[src/logic/route_cfg.svh]
/*
 * route computation config
 * mesh dimensions and router port count
 */
`ifndef ROUTE_CFG_SVH
`define ROUTE_CFG_SVH

// routers along x
`define MESH_NX 4

// routers along y
`define MESH_NY 4

// local + four mesh directions
`define ROUTER_PORTS 5

`endif

[src/logic/route_pkg.sv]
/*
 * route_pkg
 * port indices, address and port-code types for the look-ahead router
 */
`default_nettype none

`include "route_cfg.svh"

package route_pkg;

    // address widths, at least one bit even for a single-column mesh
    localparam int x_w = (`MESH_NX > 1) ? $clog2(`MESH_NX) : 1;
    localparam int y_w = (`MESH_NY > 1) ? $clog2(`MESH_NY) : 1;

    // bit positions inside a port one-hot
    typedef enum logic [2:0] {
        port_local = 3'd0,
        port_east  = 3'd1,
        port_north = 3'd2,   // y - 1
        port_west  = 3'd3,
        port_south = 3'd4    // y + 1
    } port_idx_e;

    typedef logic [x_w-1:0] x_addr_t;
    typedef logic [y_w-1:0] y_addr_t;

    typedef logic [`ROUTER_PORTS-1:0] port_onehot_t;   // all ports
    typedef logic [`ROUTER_PORTS-2:0] port_code_t;     // one port left out

endpackage

`default_nettype wire

[src/logic/lookahead_ctrl.sv]
/*
 * lookahead_ctrl
 * four-phase handshake FSM, request capture and result register
 */
`timescale 1ns/10ps
`default_nettype none

module lookahead_ctrl
    import route_pkg::*;
(
    input  wire logic   clk,
    input  wire logic   reset,
    input  wire logic   req,
    input  x_addr_t     cur_x,
    input  y_addr_t     cur_y,
    input  x_addr_t     dest_x,
    input  y_addr_t     dest_y,
    input  port_code_t  dest_port,
    input  port_code_t  lk_code,
    output logic        ack,
    output port_code_t  lk_port,
    output x_addr_t     cur_x_q,
    output y_addr_t     cur_y_q,
    output x_addr_t     dest_x_q,
    output y_addr_t     dest_y_q,
    output port_code_t  dest_port_q
);

    typedef enum logic [1:0] {
        idle    = 2'd0,
        compute = 2'd1,   // datapath settling on captured request
        done    = 2'd2    // result held, ack high
    } state_e;

    state_e state;
    logic   capture;

    assign capture = (state == idle) && req;
    assign ack     = (state == done);

    always_ff @(posedge clk or posedge reset) begin
        if (reset) begin
            state   <= idle;
            lk_port <= '0;
        end else begin
            case (state)
                idle:    if (req) state <= compute;
                compute: begin
                    lk_port <= lk_code;
                    state   <= done;
                end
                done:    if (!req) state <= idle;   // requester released
                default: state <= idle;
            endcase
        end
    end

    // request payload, only loaded on capture
    always_ff @(posedge clk) begin
        if (capture) begin
            cur_x_q     <= cur_x;
            cur_y_q     <= cur_y;
            dest_x_q    <= dest_x;
            dest_y_q    <= dest_y;
            dest_port_q <= dest_port;
        end
    end

endmodule

`default_nettype wire

[src/logic/lookahead_port_encode.sv]
/*
 * lookahead_port_encode
 * drops the entry port from the XY one-hot, giving a 4-bit port code
 */
`timescale 1ns/10ps
`default_nettype none

module lookahead_port_encode
    import route_pkg::*;
(
    input  port_onehot_t  xy_port,
    input  port_onehot_t  entry_port,
    output port_code_t    lk_code
);

    localparam int bin_w  = $clog2($bits(port_onehot_t));
    localparam int code_w = $clog2($bits(port_code_t));

    logic [bin_w-1:0]  xy_bin;
    logic [bin_w-1:0]  entry_bin;
    logic [bin_w-1:0]  shifted_bin;
    logic [code_w-1:0] code_bin;

    function automatic logic [bin_w-1:0] onehot_to_bin(input port_onehot_t oh);
        logic [bin_w-1:0] bin;
        bin = '0;
        for (int i = 0; i < $bits(port_onehot_t); i++) begin
            if (oh[i])
                bin = bin | i[bin_w-1:0];
        end
        return bin;
    endfunction

    assign xy_bin    = onehot_to_bin(xy_port);
    assign entry_bin = onehot_to_bin(entry_port);

    // ports above the entry port move down one slot
    assign shifted_bin = (entry_bin > xy_bin) ? xy_bin : xy_bin - 1'b1;
    assign code_bin    = shifted_bin[code_w-1:0];

    assign lk_code = port_code_t'(1) << code_bin;

endmodule

`default_nettype wire

[src/logic/lookahead_router_top.sv]
/*
 * lookahead_router_top
 * look-ahead XY route computation with a four-phase req/ack handshake
 */
`timescale 1ns/10ps
`default_nettype none

module lookahead_router_top
    import route_pkg::*;
#(
    parameter int sw_loc = 0   // input port this unit sits on
) (
    input  wire logic   clk,
    input  wire logic   reset,
    input  wire logic   req,
    input  x_addr_t     cur_x,
    input  y_addr_t     cur_y,
    input  x_addr_t     dest_x,
    input  y_addr_t     dest_y,
    input  port_code_t  dest_port,
    output logic        ack,
    output port_code_t  lk_port
);

    x_addr_t      cur_x_q, dest_x_q, next_x;
    y_addr_t      cur_y_q, dest_y_q, next_y;
    port_code_t   dest_port_q;
    port_code_t   lk_code;
    port_onehot_t entry_port;
    port_onehot_t xy_port;

    lookahead_ctrl u_ctrl (
        .clk         (clk),
        .reset       (reset),
        .req         (req),
        .cur_x       (cur_x),
        .cur_y       (cur_y),
        .dest_x      (dest_x),
        .dest_y      (dest_y),
        .dest_port   (dest_port),
        .lk_code     (lk_code),
        .ack         (ack),
        .lk_port     (lk_port),
        .cur_x_q     (cur_x_q),
        .cur_y_q     (cur_y_q),
        .dest_x_q    (dest_x_q),
        .dest_y_q    (dest_y_q),
        .dest_port_q (dest_port_q)
    );

    next_hop_predictor #(.sw_loc(sw_loc)) u_predictor (
        .cur_x      (cur_x_q),
        .cur_y      (cur_y_q),
        .dest_port  (dest_port_q),
        .next_x     (next_x),
        .next_y     (next_y),
        .entry_port (entry_port)
    );

    // routing decision taken as if already at the next router
    xy_port_select u_xy (
        .next_x  (next_x),
        .next_y  (next_y),
        .dest_x  (dest_x_q),
        .dest_y  (dest_y_q),
        .xy_port (xy_port)
    );

    lookahead_port_encode u_encode (
        .xy_port    (xy_port),
        .entry_port (entry_port),
        .lk_code    (lk_code)
    );

endmodule

`default_nettype wire

[src/logic/next_hop_predictor.sv]
/*
 * next_hop_predictor
 * next router address and its entry port, derived from this router's output port
 */
`timescale 1ns/10ps
`default_nettype none

`include "route_cfg.svh"

module next_hop_predictor
    import route_pkg::*;
#(
    parameter int sw_loc = 0
) (
    input  x_addr_t       cur_x,
    input  y_addr_t       cur_y,
    input  port_code_t    dest_port,
    output x_addr_t       next_x,
    output y_addr_t       next_y,
    output port_onehot_t  entry_port
);

    localparam x_addr_t last_x = x_addr_t'(`MESH_NX - 1);
    localparam y_addr_t last_y = y_addr_t'(`MESH_NY - 1);

    port_onehot_t out_port;   // dest_port with sw_loc put back

    always_comb begin
        for (int i = 0; i < `ROUTER_PORTS; i++) begin
            if (i > sw_loc)
                out_port[i] = dest_port[i-1];
            else if (i == sw_loc)
                out_port[i] = 1'b0;   // never leaves on the port it came in
            else
                out_port[i] = dest_port[i];
        end
    end

    // one hop, wrapping at the mesh edges
    always_comb begin
        next_x = cur_x;
        next_y = cur_y;
        if (out_port[port_east])
            next_x = (cur_x == last_x) ? '0 : cur_x + 1'b1;
        else if (out_port[port_north])
            next_y = (cur_y == '0) ? last_y : cur_y - 1'b1;
        else if (out_port[port_west])
            next_x = (cur_x == '0) ? last_x : cur_x - 1'b1;
        else if (out_port[port_south])
            next_y = (cur_y == last_y) ? '0 : cur_y + 1'b1;
    end

    // packet enters the next router on the opposite side
    assign entry_port[port_local] = out_port[port_local];
    assign entry_port[port_east]  = out_port[port_west];
    assign entry_port[port_west]  = out_port[port_east];
    assign entry_port[port_north] = out_port[port_south];
    assign entry_port[port_south] = out_port[port_north];

endmodule

`default_nettype wire

[src/logic/xy_port_select.sv]
/*
 * xy_port_select
 * dimension-ordered XY routing evaluated at the predicted next router
 */
`timescale 1ns/10ps
`default_nettype none

module xy_port_select
    import route_pkg::*;
(
    input  x_addr_t       next_x,
    input  y_addr_t       next_y,
    input  x_addr_t       dest_x,
    input  y_addr_t       dest_y,
    output port_onehot_t  xy_port
);

    // x first, y only once x matches
    always_comb begin
        xy_port = '0;
        if (dest_x > next_x)
            xy_port[port_east] = 1'b1;
        else if (dest_x < next_x)
            xy_port[port_west] = 1'b1;
        else if (dest_y < next_y)
            xy_port[port_north] = 1'b1;   // north lowers y
        else if (dest_y > next_y)
            xy_port[port_south] = 1'b1;
        else
            xy_port[port_local] = 1'b1;   // arrived
    end

endmodule

`default_nettype wire

[config.mk]
export PLATFORM = sky130hd
export DESIGN_NAME = lookahead_router_top
export DESIGN_NICKNAME = d
export VERILOG_FILES = /design/src/logic/route_pkg.sv /design/src/logic/lookahead_ctrl.sv /design/src/logic/lookahead_port_encode.sv /design/src/logic/lookahead_router_top.sv /design/src/logic/next_hop_predictor.sv /design/src/logic/xy_port_select.sv
export VERILOG_INCLUDE_DIRS = /design/src /design/src/logic
export SDC_FILE = /design/constraint.sdc
export NUM_CORES = 1
export LEC_CHECK = 0
export CORE_UTILIZATION = 62
export DETAILED_ROUTE_END_ITERATION = 10
export DONT_BUFFER_PORTS = 1
export HOLD_SLACK_MARGIN = 0.12
export PLACE_DENSITY = 0.78
export SYNTH_ARGS = -nofsm -noshare
export SYNTH_HDL_FRONTEND = slang
export SYNTH_SLANG_ARGS = --single-unit
[constraint.sdc]
create_clock -name clk -period 7.5 [get_ports clk]
set_input_delay 2.25 -clock clk [delete_from_list [all_inputs] [get_ports clk]]
set_output_delay 2.25 -clock clk [all_outputs]
set_load 0.02 [all_outputs]
# Yosys cells after proc, flatten, opt, wreduce, memory -nomap -nowiden
# Cells that the tools add are included.
# op_classes
bitwise	0
n_reduce_logical	5
order_cmp	5
shift	1
n_mux	31
mul	0
addsub	5
div	0
eq_ne	6
# ops
operator	n
two-way mux 2 bit	18
two-way mux 1 bit	9
two-way mux 3 bit	3
== test 2 bit (second input constant)	3
zero test 2 bit	3
case mux 2 bit (3 select lines)	1
subtractor 2 x 1 -> 2 bit (second input constant)	3
adder 2 x 1 -> 2 bit (second input constant)	2
> comparator 2 bit	2
< comparator 2 bit	2
inequality test 2 bit (second input constant)	2
<< shifter 1 x 2 -> 4 bit (first input constant)	1
> comparator 3 bit	1
== test 2 x 1 -> 1 bit (second input constant)	1
AND reduction 2 bit	1
logical AND 1 bit	1
# word_totals
inputBits	15
register_bits	18
romBits	0
latchBits	0
ram_bits	0
n_memories	0

# Logic depth before layout (Yosys ltp)
# logic_depth
ltp_word	17
mapped_depth	15

# Modules after synthesis
# A second synthesis with hierarchy kept.
# hier_totals
hier_cells	112
area_unflattened_um2	1234.9
# by_module_without_submodules
mod	area_each_um2	seq_area_each_um2	cells_each	instances
lookahead_ctrl	623.1	510.5	29	1
next_hop_predictor	241.5	0.0	33	1
lookahead_port_encode	191.4	0.0	30	1
xy_port_select	178.9	0.0	20	1

# Worst setup path after synthesis
# Ideal clock, no wire load.
# synth_timing
kind	in2reg
startpoint	input req
endpoint	register u_ctrl.cur_x_q[0] (enable)
n_path_buf	0
required_time_ns	7.101
arrival_ns	3.207
slack_ns	3.894
stages	1
cell_sequence	nor3b_1
# synth_between
elab_chain_cells	1
# synth_lines
item	line	rtl
start, declared	lookahead_router_top.sv:15	input wire logic req,
logical AND 1 bit	lookahead_ctrl.sv:38	assign capture = (state == idle) && req;
end signal, assigned	lookahead_ctrl.sv:61	cur_x_q <= cur_x;
end, declared	lookahead_ctrl.sv:22	output x_addr_t cur_x_q,
# Every way passes these cells.
# A chain may end at the register's enable or synchronous reset.

# Final worst setup path
# layout_timing
startpoint	register u_ctrl.state[0]
endpoint	output ack
# layout_between
elab_chain_cells	1
# layout_lines
item	line	rtl
start, declared	lookahead_ctrl.sv:35	state_e state;
start signal, assigned	lookahead_ctrl.sv:43	state <= idle;
start signal, assigned	lookahead_ctrl.sv:47	idle: if (req) state <= compute;
start signal, assigned	lookahead_ctrl.sv:50	state <= done;
== test 2 bit	lookahead_ctrl.sv:39	assign ack = (state == done);
end, declared	lookahead_router_top.sv:21	output logic ack,
# Every way passes these cells.

==> out/results.tsv <==
stage	metric	value	unit
clocking	clock_sinks	18	
critical_path	crit_chain	and2b_1	
synthesis	ys_ff_latch	18	
placed_design	placed_area	1080	um^2
global_routing	use_met3	0.0542	
clocking	post-cts-setup-buffer-count	0	
critical_path	cpLargestDelayFamily	flip-flops	
final_layout	drive_gt1_frac	0.0909	
sta	tns	0	ns
floorplan	fp-row-count	14	
global_routing	overflow	0	
synthesis	synth.avg_cell_area	11.0	um^2
placed_design	place_ws	4.18	ns
placed_design	place.gp.congestion	0.858	
global_routing	grt_busiest_layer	met2	
synthesis	synth.area.mux_share	0	
detailed_routing	routed_wl	1620	um
final_layout	fillers	114	
sta	worstMarginPinSlew	0.835	ns
run	maxCapViolations	0	
floorplan	die_y	43.5	um
hold_path	hp-start	u_ctrl.state[1]$_DFFE_PP0P_	
sta	hold_violations	0	
global_routing	use_met1	0.250	
sta	fmax	300	MHz
clocking	root_buffer	clkbuf_4	
sta	worst_hold_slack	0.512	ns
synthesis	synthCells	97	
critical_path	worstSetupEndpointType	output pin	
detailed_routing	via_count	716	
final_layout	final_nets	126	
sta	setup_ws	4.17	ns
critical_path	max_stage_delay	0.45	ns
synthesis	synth_edf_count	12	
critical_path	setup.worst_path.start_class	register	
synthesis	synth_adder_area_share	0.129	
clocking	clock_path_buffers	2	
final_layout	multiInputGateArea	509	um^2
detailed_routing	drtPass1Iterations	8	
final_layout	area_growth	3.40	%
floorplan	fp.dieW	43.5	um
clocking	hold_buffers	0	
sta	fin_crit_sh	0.444	
synthesis	yosysWarnings	0	
global_routing	antenna_found_initial	0	
final_layout	seqCellArea	510	um^2
sta	rsz0062_at_grt	false	
critical_path	reg2reg_from	u_ctrl.cur_y_q[0]$_DFFE_PP_	
floorplan	core_area	1560	um^2
critical_path	cp-startpoint	u_ctrl.state[0]$_DFFE_PP0P_	
final_layout	design_area	1100	um^2
detailed_routing	vias_per_cell	6.23	
outcome	violations	DRC	
global_routing	met2_usage	0.306	
sta	relSlewSlack	0.441	
critical_path	critical-path-slowest-cell	dfrtp_1	
global_routing	grt_max_degree	13	
clocking	clk_latency	0.29	ns
sta	post-route-min-period	3.33	ns
detailed_routing	remaining_drc_errors	2	
synthesis	async_flop_share	0.333	
critical_path	cp.required	5.25	ns
detailed_routing	wl_per_cell	14.1	um
clocking	cts_buffers	3	
critical_path	worstSetupPathType	register to output pin	
synthesis	synth_top_family_by_area	compound AO/OA/AOI/OAI gates	
outcome	status	complete, but fails checks	
synthesis	synth_area	1070	um^2
clocking	path_clk_slew	0.10	ns
critical_path	crit_fanout	4	
sta	clock_skew	0.00521	ns
synthesis	ys_types	34	
synthesis	synthXorXnorAreaFrac	0	
synthesis	synth_simple_gate_area_frac	0.161	
global_routing	grt_first_pass_wirelength	2560	um
sta	slew_viol_final	0	
synthesis	synth_common_cells	edfxtp_1 (12), ha_1 (11), inv_1 (10)	
synthesis	synth_area_leader_cell	edfxtp_1	
synthesis	synth_most_common_cell	edfxtp_1	
power	power-per-cell-area	355	nW/um^2
critical_path	path_buf_inv	0	
floorplan	initial_core_util	0.685	
critical_path	worstPathArrival	1.08	ns
final_layout	antenna_cells	0	
power	ir_worst_vdd	0.278	mV
detailed_routing	antenna_left	0	
synthesis	synth_ff_type	edfxtp_1	
global_routing	grt_usage	0.194	
detailed_routing	drt-initial-drc-count	18	
clocking	htreeDepth	1	
placed_design	place.detailed.hpwl	1360	um
clocking	cts_tree	done	
hold_path	hold_class	register to register	
synthesis	syn-num-nets	123	
clocking	cts_resized	0	
sta	final-setup-viol-count	0	
floorplan	num_io_pins	20	
power	power.static_leakage	0.000465	uW
synthesis	yosys.area.top_type_share	0.338	
placed_design	numPortBuffers	0	
synthesis	synth-compound-area-share	0.183	
floorplan	dieArea	1890	um^2
synthesis	ys_seq_area_frac	0.478	
synthesis	synthTopCellsByArea	edfxtp_1 (34%), dfrtp_1 (14%), ha_1 (13%), inv_1 (3.5%), nand2_1 (3.2%)	
global_routing	grt_pass1_vias	625	
-- state kept, by name, indices dropped and copies added (netlist names) --
name and flops:
u_ctrl.dest_port_q 4, u_ctrl.lk_port 4, u_ctrl.cur_x_q 2, u_ctrl.cur_y_q 2
u_ctrl.dest_x_q 2, u_ctrl.dest_y_q 2, u_ctrl.state 2
-- worst paths after layout --
path,end,cells past startpoint,slack [ns]
min reg2reg,u_ctrl.state[0]$_DFFE_PP0P_,1,0.51
min,u_ctrl.state[0]$_DFFE_PP0P_,1,0.51
max,ack,1,4.17
max in group asynchronous,u_ctrl.lk_port[0]$_DFFE_PP0N_,1,5.56
max reg2reg,u_ctrl.lk_port[3]$_DFFE_PP0N_,15,4.24
min in group asynchronous,u_ctrl.state[0]$_DFFE_PP0P_,1,1.75
-- power by group --
| group | total [uW] | internal (uW) | switching [uW] |
|---|---|---|---|
| registers | 165 | 136 | 29.2 |
| logic | 178 | 74.4 | 104 |
| clock network | 47.6 | 19.3 | 28.3 |
-- cell families after synthesis --
logic type,count (synthesis)
and+or+nand+nor,32
AOI/OAI and AO/OA,24
DFF,18
adders and majority gates,11
buffers and inverters,12
-- layer usage --
metal,routed length [um],up-vias
li1,-,357
met5,0,-
met3,66,0
met1,719,341
met4,0,0
met2,831,18
-- metrics by stage --
| step | total power (uW) | cells | util |
|---|---|---|---|
| finish | 391 | 115 | 0.708 |
| CTS | 394 | 115 | 0.708 |
| floorplan | 316 | 97 | - |
| global route | 422 | 115 | 0.708 |
| detailed placement | 347 | 111 | 0.691 |
| global placement | 336 | 111 | 0.691 |
-- layout make-up --
type / instances / share of cell area
clock buffers: 3 / 0.0204
clock inverters: 1 / 0.00340
inverters: 10 / 0.0340
multi-input cells: 67 / 0.461
flip-flops and latches: 18 / 0.463
well taps: 16 / 0.0181
-- cell usage in the layout, fill, tap and decap left out, types with 2 or more instances in the layout --
| cell type | instances |
|---|---|
| a21o_1 | 2 |
| nor2_1 | 7 |
| a21oi_1 | 3 |
| o21ai_0 | 3 |
| a221o_1 | 3 |
| edfxtp_1 | 12 |
| clkbuf_4 | 3 |
| ha_1 | 11 |
| nor3b_1 | 2 |
| nand2_1 | 9 |
| a211oi_1 | 2 |
| inv_1 | 10 |
| nor3_1 | 2 |
| nand2b_1 | 2 |
| dfrtp_1 | 6 |
| o211ai_1 | 3 |
Power figures use the tool's default switching activity.
